--- src/logic/memPkg.sv ---
`default_nettype none

package memPkg;

    // RAM bus
    localparam int addrWidth = 32;
    localparam int byteWidth = 8;

    // client words
    localparam int wordWidth = 32;
    localparam int wordBytes = wordWidth / byteWidth;

    // byte counter and length field count 0 to wordBytes
    localparam int lenWidth = 3;
    localparam int byteIdxWidth = $clog2(wordBytes);

    typedef enum logic [1:0] {
        ownerNone = 2'd0,
        ownerData = 2'd1,
        ownerInst = 2'd2
    } busOwnerT;

endpackage

`default_nettype wire

--- src/logic/memBusIf.sv ---
`timescale 1ns/1ps
`default_nettype none

interface memBusIf
    import memPkg::*;
();
    logic                 req;
    logic                 grant;
    logic [addrWidth-1:0] addr;
    logic                 write;
    logic [byteWidth-1:0] wdata;
    logic [byteWidth-1:0] rdata;

    modport client (
        output req,
        output addr,
        output write,
        output wdata,
        input  grant,
        input  rdata
    );

    modport arbiter (
        input  req,
        input  addr,
        input  write,
        input  wdata,
        output grant,
        output rdata
    );

endinterface

`default_nettype wire

--- src/logic/busArbiter.sv ---
`timescale 1ns/1ps
`default_nettype none

module busArbiter
    import memPkg::*;
(
    input  logic                 clk,
    input  logic                 rst,
    input  logic                 i_pause,
    memBusIf.arbiter             dataBus,
    memBusIf.arbiter             instBus,
    input  logic [byteWidth-1:0] i_memData,
    output logic                 o_memWrite,
    output logic [addrWidth-1:0] o_memAddr,
    output logic [byteWidth-1:0] o_memData,
    output busOwnerT             o_busOwner
);
    busOwnerT owner;
    logic     selWrite;

    // bus goes back to none before the next owner is picked
    always_ff @(posedge clk) begin
        if (rst) begin
            owner <= ownerNone;
        end else if (!i_pause) begin
            case (owner)
                ownerNone: begin
                    // data side wins a tie
                    if (dataBus.req) begin
                        owner <= ownerData;
                    end else if (instBus.req) begin
                        owner <= ownerInst;
                    end
                end
                ownerData: begin
                    if (!dataBus.req) begin
                        owner <= ownerNone;
                    end
                end
                ownerInst: begin
                    if (!instBus.req) begin
                        owner <= ownerNone;
                    end
                end
                default: begin
                    owner <= ownerNone;
                end
            endcase
        end
    end

    assign dataBus.grant = (owner == ownerData);
    assign instBus.grant = (owner == ownerInst);

    assign dataBus.rdata = i_memData;
    assign instBus.rdata = i_memData;

    always_comb begin
        case (owner)
            ownerData: begin
                o_memAddr = dataBus.addr;
                selWrite  = dataBus.write;
                o_memData = dataBus.wdata;
            end
            ownerInst: begin
                o_memAddr = instBus.addr;
                selWrite  = instBus.write;
                o_memData = instBus.wdata;
            end
            default: begin
                o_memAddr = '0;
                selWrite  = 1'b0;
                o_memData = '0;
            end
        endcase
    end

    // no RAM writes while paused
    assign o_memWrite = selWrite && !i_pause;
    assign o_busOwner = owner;

endmodule

`default_nettype wire

--- src/logic/dataPort.sv ---
`timescale 1ns/1ps
`default_nettype none

module dataPort
    import memPkg::*;
(
    input  logic                 clk,
    input  logic                 rst,
    input  logic                 i_pause,
    input  logic                 i_dataEn,
    input  logic                 i_dataStore,
    input  logic [lenWidth-1:0]  i_dataLen,
    input  logic [addrWidth-1:0] i_dataAddr,
    input  logic [wordWidth-1:0] i_dataWdata,
    output logic                 o_dataDone,
    output logic [wordWidth-1:0] o_dataRdata,
    memBusIf.client              bus
);
    logic                                storeOp;
    logic [lenWidth-1:0]                 xferLen;
    logic [addrWidth-1:0]                baseAddr;
    logic [wordBytes-1:0][byteWidth-1:0] storeWord;
    logic [wordBytes-2:0][byteWidth-1:0] loadBytes;
    logic [wordBytes-1:0][byteWidth-1:0] loadWord;
    logic [lenWidth-1:0]                 byteCount;
    logic [lenWidth-1:0]                 lastCount;
    logic [lenWidth-1:0]                 addrOffset;
    logic [byteIdxWidth-1:0]             liveIdx;
    logic                                lastByte;
    logic                                capture;

    // request fields follow the inputs until the bus is granted
    always_ff @(posedge clk) begin
        if (!bus.grant) begin
            storeOp   <= i_dataStore;
            xferLen   <= i_dataLen;
            baseAddr  <= i_dataAddr;
            storeWord <= i_dataWdata;
        end
    end

    // a store ends with its last write, a load one cycle later with its last byte
    assign lastCount = storeOp ? xferLen - 1'b1 : xferLen;
    assign lastByte  = bus.grant && (byteCount == lastCount);

    always_ff @(posedge clk) begin
        if (rst) begin
            byteCount <= '0;
        end else if (!i_pause) begin
            if (!bus.grant || lastByte) begin
                byteCount <= '0;
            end else begin
                byteCount <= byteCount + 1'b1;
            end
        end
    end

    // load bytes below the last one are stored
    assign capture = bus.grant && !i_pause && !storeOp && (byteCount != '0) && !lastByte;

    always_ff @(posedge clk) begin
        if (capture) begin
            loadBytes[byteIdxWidth'(byteCount - 1'b1)] <= bus.rdata;
        end
    end

    // paused cycles hold the previous address as in fetchPort
    assign addrOffset = (i_pause && byteCount != '0) ? byteCount - 1'b1 : byteCount;

    assign bus.req   = i_dataEn && !lastByte;
    assign bus.addr  = baseAddr + addrWidth'(addrOffset);
    assign bus.write = storeOp;
    assign bus.wdata = storeWord[byteCount[byteIdxWidth-1:0]];

    // length 4 wraps to index 3
    assign liveIdx = xferLen[byteIdxWidth-1:0] - 1'b1;

    always_comb begin
        loadWord = '0;
        for (int i = 0; i < wordBytes - 1; i++) begin
            if (i < int'(liveIdx)) begin
                loadWord[i] = loadBytes[i];
            end
        end
        loadWord[liveIdx] = bus.rdata;
    end

    assign o_dataRdata = loadWord;
    assign o_dataDone  = lastByte && !i_pause;

endmodule

`default_nettype wire

--- src/logic/fetchPort.sv ---
`timescale 1ns/1ps
`default_nettype none

module fetchPort
    import memPkg::*;
(
    input  logic                 clk,
    input  logic                 rst,
    input  logic                 i_pause,
    input  logic                 i_fetchEn,
    input  logic [addrWidth-1:0] i_fetchAddr,
    output logic                 o_fetchDone,
    output logic [wordWidth-1:0] o_fetchInst,
    memBusIf.client              bus
);
    logic [addrWidth-1:0]                  baseAddr;
    logic [lenWidth-1:0]                   byteCount;
    logic [lenWidth-1:0]                   addrOffset;
    logic [wordWidth-byteWidth-1:0]        shiftReg;
    logic                                  lastByte;
    logic                                  capture;

    // base follows the input until the bus is granted
    always_ff @(posedge clk) begin
        if (!bus.grant) begin
            baseAddr <= i_fetchAddr;
        end
    end

    assign lastByte = bus.grant && (byteCount == lenWidth'(wordBytes));

    always_ff @(posedge clk) begin
        if (rst) begin
            byteCount <= '0;
        end else if (!i_pause) begin
            if (!bus.grant || lastByte) begin
                byteCount <= '0;
            end else begin
                byteCount <= byteCount + 1'b1;
            end
        end
    end

    // byte for the previous address arrives now, first three go to the shifter
    assign capture = bus.grant && !i_pause && (byteCount != '0) && !lastByte;

    always_ff @(posedge clk) begin
        if (capture) begin
            shiftReg <= {bus.rdata, shiftReg[wordWidth-byteWidth-1:byteWidth]};
        end
    end

    // Paused cycles re-present the previous address, so the RAM keeps
    // returning the byte that is still waiting to be captured.
    assign addrOffset = (i_pause && byteCount != '0) ? byteCount - 1'b1 : byteCount;

    assign bus.req   = i_fetchEn && !lastByte;
    assign bus.addr  = baseAddr + addrWidth'(addrOffset);
    assign bus.write = 1'b0;
    assign bus.wdata = '0;

    // last byte comes straight off the bus
    assign o_fetchInst = {bus.rdata, shiftReg};
    assign o_fetchDone = lastByte && !i_pause;

endmodule

`default_nettype wire

--- src/logic/memCtrl.sv ---
`timescale 1ns/1ps
`default_nettype none

module memCtrl
    import memPkg::*;
(
    input  logic                 clk,
    input  logic                 rst,
    input  logic                 i_rdy,
    input  logic                 i_ioBufferFull,
    input  logic [byteWidth-1:0] i_memData,
    output logic                 o_memWrite,
    output logic [addrWidth-1:0] o_memAddr,
    output logic [byteWidth-1:0] o_memData,
    output busOwnerT             o_busOwner,
    input  logic                 i_fetchEn,
    input  logic [addrWidth-1:0] i_fetchAddr,
    output logic                 o_fetchDone,
    output logic [wordWidth-1:0] o_fetchInst,
    input  logic                 i_dataEn,
    input  logic                 i_dataStore,
    input  logic [lenWidth-1:0]  i_dataLen,
    input  logic [addrWidth-1:0] i_dataAddr,
    input  logic [wordWidth-1:0] i_dataWdata,
    output logic                 o_dataDone,
    output logic [wordWidth-1:0] o_dataRdata
);
    logic pause;

    memBusIf dataBus ();
    memBusIf instBus ();

    // one freeze for every block
    assign pause = !i_rdy || i_ioBufferFull;

    busArbiter arbiter (
        .clk        (clk),
        .rst        (rst),
        .i_pause    (pause),
        .dataBus    (dataBus.arbiter),
        .instBus    (instBus.arbiter),
        .i_memData  (i_memData),
        .o_memWrite (o_memWrite),
        .o_memAddr  (o_memAddr),
        .o_memData  (o_memData),
        .o_busOwner (o_busOwner)
    );

    fetchPort fetch (
        .clk         (clk),
        .rst         (rst),
        .i_pause     (pause),
        .i_fetchEn   (i_fetchEn),
        .i_fetchAddr (i_fetchAddr),
        .o_fetchDone (o_fetchDone),
        .o_fetchInst (o_fetchInst),
        .bus         (instBus.client)
    );

    dataPort data (
        .clk         (clk),
        .rst         (rst),
        .i_pause     (pause),
        .i_dataEn    (i_dataEn),
        .i_dataStore (i_dataStore),
        .i_dataLen   (i_dataLen),
        .i_dataAddr  (i_dataAddr),
        .i_dataWdata (i_dataWdata),
        .o_dataDone  (o_dataDone),
        .o_dataRdata (o_dataRdata),
        .bus         (dataBus.client)
    );

endmodule

`default_nettype wire

--- config.mk ---
export PLATFORM = sky130hd
export DESIGN_NAME = memCtrl
export DESIGN_NICKNAME = d
export VERILOG_FILES = /design/src/logic/memPkg.sv /design/src/logic/memBusIf.sv /design/src/logic/busArbiter.sv /design/src/logic/dataPort.sv /design/src/logic/fetchPort.sv /design/src/logic/memCtrl.sv
export SDC_FILE = /design/constraint.sdc
export NUM_CORES = 1
export LEC_CHECK = 0
export ABC_CLOCK_PERIOD_IN_PS = 7600
export BUFFER_PORTS_ARGS = -buffer_cell sky130_fd_sc_hd__buf_2
export CAP_MARGIN = 15
export CORE_UTILIZATION = 58
export CTS_BUF_LIST = sky130_fd_sc_hd__clkbuf_4
export DETAILED_ROUTE_END_ITERATION = 8
export PLACE_DENSITY_LB_ADDON = 0.05
export SLEW_MARGIN = 0
export SYNTH_ARGS = -nofsm -noshare
export SYNTH_HDL_FRONTEND = slang
export SYNTH_SLANG_ARGS = --single-unit
--- constraint.sdc ---
create_clock -name clk -period 7.6 [get_ports clk]
set_input_delay 1.52 -clock clk [delete_from_list [all_inputs] [get_ports clk]]
set_output_delay 1.52 -clock clk [all_outputs]
set_load 0.02 [all_outputs]
# == Yosys cells after proc, flatten, opt, wreduce, memory -nomap -nowiden ==
# Cells that the tools add are included.
# W data, S select, Z words.
# word_totals
register_bits,156
word_cells,95
output_inout_bits,109
in_bits,114
# classes
eq_ne,7
n_reduce_logical,32
n_lt_le_gt_ge,8
bitwise_logic,1
add_sub_neg,8
mux,24
# ops
cell,count
$add A32 B3 Y32,2
$pmux W32 S2,1
$mux W8,7
$bwmux W32,1
$demux W8 S2,2
$bwmux W24,1
$logic_and A1 B1 Y1,18
$bmux W8 S2,1
$mux W3,5
$lt A2 B3 Y1 const B,3
$sub A3 B1 Y3 const B,3
$mux W2,4
$logic_not A1 Y1,7
$add A3 B1 Y3 const B,2
$pmux W2 S3,1
$reduce_bool A3 Y1,2
$ge A2 B1 Y1 const B,2
$lt A1 B2 Y1 const A,2
$ne A2 B2 Y1 const B,2
$reduce_and A4 Y1,1
$eq A3 B3 Y1,1
$eq A3 B3 Y1 const B,1
$logic_or A1 B1 Y1,3
$ne A3 B1 Y1 const B,1
other kinds (7),7

# == Longest topological paths before layout ==
# Gate-level depths: netlist (run 1).
# depth
depth_word,8
depth_mapped,13
mapped_depth_nobuf,12

# == Modules after synthesis ==
# Synthesis (run 1) repeated with hierarchy kept, for this count alone.
# hier_totals
hier_cells,638
hier_area_um2,8052.7
# modules_own_cells
module,area_each_um2,seq_area_each_um2,instances,cells_per_inst
dataPort,4374.2,2822.7,1,304
fetchPort,2756.4,1741.7,1,205
busArbiter,915.9,40.0,1,128
memCtrl,6.3,0.0,1,1

# == Least setup slack after synthesis (run 1) ==
# OpenSTA, ideal clock, no wires.
# synth_timing
path_kind,input port to output port
start,input port i_ioBufferFull
end,output port o_memAddr[29]
n_path_buf,1
slack_ns,1.901
stages,11
t_arrival_ns,4.179
required_time_ns,6.080
path_cell_list,nand2b_1 -> clkbuf_1 -> o21ai_0 -> nand2_1 -> o21ai_0 -> ha_1 -> nand3_1 -> a21oi_2 -> nand3_1 -> or4_1 -> a31oi_1
# synth_via
elab_chain_len,5
word_cells_on_any_way,8
classes_between,2 x add/sub; 3 x mux; 3 x reduce/logical
# synth_lines
item,line,rtl
start: declaration,memCtrl.sv:10,"input logic i_ioBufferFull,"
$logic_or A1 B1 Y1 (*),memCtrl.sv:34,assign pause = !i_rdy || i_ioBufferFull;
"$logic_and A1 B1 Y1, on equally long branches","fetchPort.sv:55, dataPort.sv:68",
"$mux W3, on equally long branches","fetchPort.sv:55, dataPort.sv:68",
"$add A32 B3 Y32, on equally long branches","fetchPort.sv:58, dataPort.sv:71",
$pmux W32 S2 (*),busArbiter.sv:59,case (owner)
end: declaration,memCtrl.sv:13,"output logic [addrWidth-1:0] o_memAddr,"
# Mark *: on every way between the ends. The rest lies on a longest branch, timed or not.

# == Final worst setup path (run 1) ==
# layout_timing
start,input port i_ioBufferFull
end,output port o_memAddr[31]
# Same word-level chain as after synthesis.

==> flow_summary.toml, run 1 <==
[status]
outcome = "finished, final reports clean"

[critical_path]
critPathRequiredTime_ps = 6080
setup.worst_path.end_class = "primary output"
path_buf_inv = 2
crit_end = "o_memAddr[31]"
arrival_ps = 4870
crit_chain = "buf_2, nand2b_1, o21ai_0, nand2_1, o21ai_0, ha_1, nand3_1, a2111o_1, or4_1, a21oi_1, o31a_1, buf_2"
cp.depth = 12
cp_slowest_cell = "a2111o_1"
r2r_end = "data.loadBytes[3]$_DFFE_PP_"
r2r_slack_ps = 4800
cp_top_family = "compound AO/OA/AOI/OAI gates"
critPathKind = "input pin to primary output"
worstSetupStartpointType = "input pin"
reg2reg_depth = 7
worst_path_largest_cell_delay_ps = 620
r2r-start = "data.xferLen[0]$_DFFE_PN_"
worstSetupStartpoint = "i_ioBufferFull"
cp_max_fo = 13

[synthesis]
syn_area_um2 = 7720
synth_ff_type = "edfxtp_1"
yosysUniqueCellTypes = 60
synth_edf_count = 148
yosys_warnings = 0
netlist_instances = 601
synthArstFlopShare_pct = 0
synth-seq-area-share_pct = 59.6
ys_ff_latch = 156
synth_fp_nets = 739
yosysTopAreaCell = "edfxtp_1"
synth_area_per_cell_um2 = 12.9
synthTopCellsByArea = "edfxtp_1 58%, ha_1 3.6%, xor2_1 3.3%"
synth_largest_type_area_fraction_pct = 57.5

[floorplanning]
die_h_um = 117
dieArea_um2 = 13800
start_util_pct = 60.2
io_pins = 223
core_area_um2 = 12800
row_count = 41
die_x_um = 117

[placed_design]
hpwlAfterDp_um = 13800
placed_cell_area_um2 = 8920
portBuffers = 222
gp_congestion = 0.905

[drt]
drt-wirelength-per-cell_um = 18.9
drtPass1Iterations = 5
num_vias = 5849
vias_per_cell = 5.85
first_iter_violations = 592
drc = 0
postRouteAntennaNets = 0
routed_wl_um = 18900

[min_path]
hold_path_class = "flip-flop to flip-flop"

[timing]
final.min_clock_period_ps = 6390
hold_viol = 0
finalCritPeriodShare_pct = 84.1
tightestPinTransition_ps = 1130
drv_slew = 0
relSlewSlack_pct = 24.4
setup_viol = 0
clock.fmax_mhz = 156
fin_skew_ps = 12.8
final.setup.tns_ps = 0
rsz0062_at_grt = "false"
whs_ps = 462

[cts]
cts_buffers = 17
cts_sinks = 156
clk_path_buf_depth = 2
cts_tree = "built"
cts_root_buf = "clkbuf_4"
htreeDepth = 4
path_clk_slew_ps = 120
cts_setup_buffers = 0
ctsHoldBuffers = 0
cts.repair.resized = 0
clk_latency_ps = 570

[grt]
grt_max_degree = 55
grt_pass1_wl_um = 29500
grt_pass1_vias = 5534
track_usage_pct = 28.3
antenna_found_initial = 0
grt-ovfl-total = 0

[finish]
final_net_count = 953
num_antenna_cells = 0
drive_above_1_share_pct = 34.5
n_fill_cell = 943
fin_area_um2 = 9170
final_core_utilization_pct = 71.5
area_growth_syn_to_layout_pct = 18.7

[run]
cap_violations = 0

[power]
leakage_nw = 3.69
power_density_nw_per_um2 = 183
p_total_mw = 1.68
peakVddDrop_uv = 159
cell type report:
cell class / count / area (um^2) / area share (%)
Inverter: 23 / 86.3 / 0.942
Timing Repair Buffer: 225 / 1130 / 12.4
Clock inverter: 15 / 115 / 1.26
Sequential cell: 156 / 4600 / 50.2
Multi-Input combinational cell: 392 / 2880 / 31.5
Clock buffer: 17 / 128 / 1.39
Tap cell: 172 / 215 / 2.35
flip-flops by register name (all words and copies together), names as in the netlist:
name and flops:
fetch.byteCount 3, data.byteCount 3, data.storeWord 32, data.loadBytes 24, data.baseAddr 32, data.xferLen 3
data.bus.write 1, fetch.baseAddr 32, arbiter.o_busOwner 2, fetch.shiftReg 24
synth_stat cells (18+ instances only):
cell	instances
nand3_1	24
nand4_1	18
inv_1	21
ha_1	22
xor2_1	29
and2_1	19
xnor2_1	22
a21oi_1	19
nor2_1	24
nand2_1	37
edfxtp_1	148
logic make-up after synthesis:
| family | share of synthesized area [%] |
|---|---|
| buf+inv | 3.09 |
| flops | 59.6 |
| fa+ha+maj | 4.08 |
| mux | 3.63 |
| compound gates | 9.74 |
| xor+xnor | 6.07 |
| simple gates | 13.8 |
cell usage in the layout, fill, tap and decap left out, types with 20 or more instances in the layout:
cell      synthesis  routed
edfxtp_1        148     148
nand2_1          37      37
buf_2             2     222
xor2_1           29      29
ha_1             22      22
nor2_1           24      23
nand3_1          24      24
xnor2_1          22      22
inv_1            21      20
stage by stage:
step / setup WS [ps] / cells
after floorplan: 1900 / 601
after global placement: 1410 / 968
after detailed placement: 1290 / 968
after CTS: 1270 / 1000
after global routing: 938 / 1000
final: 1210 / 1000
worst register-to-register path, cell delays in order, from the launching register on:
cell	delay (ps)
edfxtp_1	460
inv_1	110
ha_1	230
xnor3_1	310
and3_1	200
o211ai_1	500
and2_1	240
and3_1	410
per-layer routing:
metal  global-route usage [%]  vias up  wire [um]
met5                        0        -          0
met4                     7.14        0        259
met3                     7.64       28       1510
met2                     44.7      316       8780
met1                     39.0     2783       8370
li1                         -     2722          -
where the power goes:
part           leakage (nW)  switching [mW]  internal, mW
Sequential             1.54          0.0366         0.988
Clock                 0.135           0.315         0.135
Combinational          2.01           0.123        0.0816
Total                  3.69           0.475          1.21
worst min-delay path by stage:
stage	startpoint	to	slack [ps]	cells after the start
6_report	fetch.shiftReg[8]$_DFFE_PP_	fetch.shiftReg[0]$_DFFE_PP_	460	0
5_1_grt	fetch.shiftReg[8]$_DFFE_PP_	fetch.shiftReg[0]$_DFFE_PP_	470	0
4_1_cts	fetch.shiftReg[22]$_DFFE_PP_	fetch.shiftReg[14]$_DFFE_PP_	460	0
3_5_place_dp	fetch.shiftReg[22]$_DFFE_PP_	fetch.shiftReg[14]$_DFFE_PP_	430	0
3_3_place_gp	fetch.shiftReg[8]$_DFFE_PP_	fetch.shiftReg[0]$_DFFE_PP_	430	0
2_1_floorplan	fetch.byteCount[1]$_SDFFE_PP0P_	fetch.byteCount[1]$_SDFFE_PP0P_	460	2
No activity file was read; power rests on OpenSTA's default activity.
==> run 2: changes to the inputs <==
--- a/config.mk
+++ b/config.mk
@@ -5,10 +5,10 @@
 export SDC_FILE = /design/constraint.sdc
 export NUM_CORES = 1
 export LEC_CHECK = 0
-export ABC_CLOCK_PERIOD_IN_PS = 7600
+export ABC_CLOCK_PERIOD_IN_PS = 5500
 export BUFFER_PORTS_ARGS = -buffer_cell sky130_fd_sc_hd__buf_2
 export CAP_MARGIN = 15
-export CORE_UTILIZATION = 58
+export CORE_UTILIZATION = 49
 export CTS_BUF_LIST = sky130_fd_sc_hd__clkbuf_4
 export DETAILED_ROUTE_END_ITERATION = 8
 export PLACE_DENSITY_LB_ADDON = 0.05
==> constraint.sdc (replaced) <==
create_clock -name clk -period 5.5 [get_ports clk]
set_input_delay 1.1 -clock clk [delete_from_list [all_inputs] [get_ports clk]]
set_output_delay 1.1 -clock clk [all_outputs]
set_load 0.02 [all_outputs]
==> run 2 against run 1 <==
Compared with the run above:
- routed wire length grew 0.49%
- combinational power up 39%
- design area up 1.6%
- die area rose by 18%
- clock power increased by 51%
- register-to-register slack worse by 2100 ps
- highest routed layer unchanged
- count of clock-buffer cells in the layout did not move
==> flow_summary.toml, run 2 (same netlist as run 1, synthesis figures left out) <==
[status]
outcome = "finished, final reports clean"

[power]
p_int_mw = 1.68
comb_power_share_pct = 11.9
peakVddDrop_uv = 183
leakage_nw = 3.73
p_clk_share_pct = 28.6
p_sw_share_pct = 29.1
p_sw_uw = 692
seqPwrFrac_pct = 59.5
power_density_nw_per_um2 = 255
p_total_mw = 2.38

[placed_design]
gp_congestion = 0.962
placed_cell_area_um2 = 9020
portBuffers = 222
post-place-cells = 1014
hpwlAfterDp_um = 14100

[critical_path]
critPathKind = "flip-flop to primary output"
critPathRequiredTime_ps = 4400
arrival_ps = 4090
cp_max_fo = 13
setup.worst_path.end_class = "primary output"
worstSetupStartpointType = "flip-flop"

[floorplanning]
row_count = 45
dieArea_um2 = 16300
io_pins = 223
die_h_um = 128
core_area_um2 = 15300
die_x_um = 128
start_util_pct = 50.4

[cts]
cts_root_buf = "clkbuf_4"
cts_tree = "built"
cts_setup_buffers = 0
clk_path_buf_depth = 2
htreeDepth = 4
clk_latency_ps = 580
cts_sinks = 156
path_clk_slew_ps = 140
cts_buffers = 17

[drt]
routed_wl_um = 19000
drt-wirelength-per-cell_um = 18.2
num_vias = 5701
postRouteAntennaNets = 0
drtPass1Iterations = 5
drc = 0
first_iter_violations = 418
vias_per_cell = 5.45

[grt]
grt_pass1_wl_um = 28700
track_usage_pct = 23.7
grt-ovfl-total = 0
grt_pass1_vias = 5214
grt_max_degree = 61
antenna_found_initial = 1

[min_path]
hold_path_class = "flip-flop to flip-flop"

[timing]
fin_skew_ps = 23.9
final.min_clock_period_ps = 5190
clock.fmax_mhz = 193
rsz0062_at_grt = "false"
drv_slew = 0
relSlewSlack_pct = 24.3
tightestPinTransition_ps = 1130
hold_viol = 0
setup_viol = 0
final.setup.tns_ps = 0
finalCritPeriodShare_pct = 94.4

[finish]
fin_area_um2 = 9310
n_fill_cell = 1279
most-common-layout-cells = "222 x buf_2, 148 x edfxtp_1, 37 x nand2_1, 29 x xor2_1, 24 x nand3_1"
drive_above_1_share_pct = 35.6
final_core_utilization_pct = 60.8
final_common_cell = "buf_2"
area_growth_syn_to_layout_pct = 20.5
final_net_count = 960
fin_cells = 1047
largestRegisters = "data.baseAddr (32), data.storeWord (32), fetch.baseAddr (32)"

[run]
cap_violations = 0
-- run 2: changes by cell type in the layout (fill, tap and decap cells not counted), sizes merged --
cell      change
clkinv        -6
clkinvlp      +3
buf           +7
inv           +3
diode         +1
-- run 2: critical path: stages (launching register included) --
cell and delay (ps):
dfxtp_1 380, inv_1 120, ha_1 300, inv_1 60, o21ai_1 240, o21ai_0 200, ha_1 330, nand3_1 210
a2111o_2 610, or4_1 550, a21oi_1 190, o31a_1 170, buf_2 160
-- run 2: worst paths after layout --
check	depth (start not counted)	slack, ps	to	startpoint
max	12	310	o_memAddr[31]	fetch.byteCount[0]$_SDFFE_PP0P_
min	0	460	fetch.shiftReg[4]$_DFFE_PP_	fetch.shiftReg[12]$_DFFE_PP_
max reg2reg	7	2750	data.loadBytes[7]$_DFFE_PP_	data.xferLen[0]$_DFFE_PN_
min reg2reg	0	460	fetch.shiftReg[4]$_DFFE_PP_	fetch.shiftReg[12]$_DFFE_PP_
-- run 2: what timing repair did --
item                       in CTS  in global routing
resized for setup               0                  3
hold buffers                    0                  0
setup endpoints to repair       0                  3
-- run 2: layer usage --
layer	vias up	GRT usage [%]	wire length (um)	part of all wire (%)
met1	2678	34.4	8860	47
met3	29	5.99	1370	7.2
met4	0	9.45	373	2.0
li1	2741	-	-	-
met5	-	0	0	0
met2	253	34.1	8410	44
-- run 2: power by group through the flow --
stage	clock network (mW)	registers [mW]	logic (mW)
2_1_floorplan	0	1.43	0.170
3_3_place_gp	0	1.44	0.278
3_5_place_dp	0	1.44	0.282
4_1_cts	0.708	1.41	0.283
5_1_grt	0.746	1.42	0.308
6_report	0.679	1.41	0.283
-- run 2: layout make-up --
class	instances	area, um^2	share of cell area, %
sequential	156	4600	49.5
clock buffer	17	128	1.37
inverter	23	86.3	0.927
antenna	1	2.50	0.0269
timing repair buffer	232	1190	12.7
clock inverter	15	149	1.60
tap	211	264	2.84
multi-input combinational	392	2890	31.0
-- run 2: through the flow --
| step | worst slack (ps) | hold slack [ps] |
|---|---|---|
| 3_5_place_dp | 330 | 437 |
| 6_report | 306 | 464 |
| 2_1_floorplan | 641 | 462 |
| 5_1_grt | 90.6 | 483 |
| 3_3_place_gp | 426 | 428 |
| 4_1_cts | 117 | 468 |
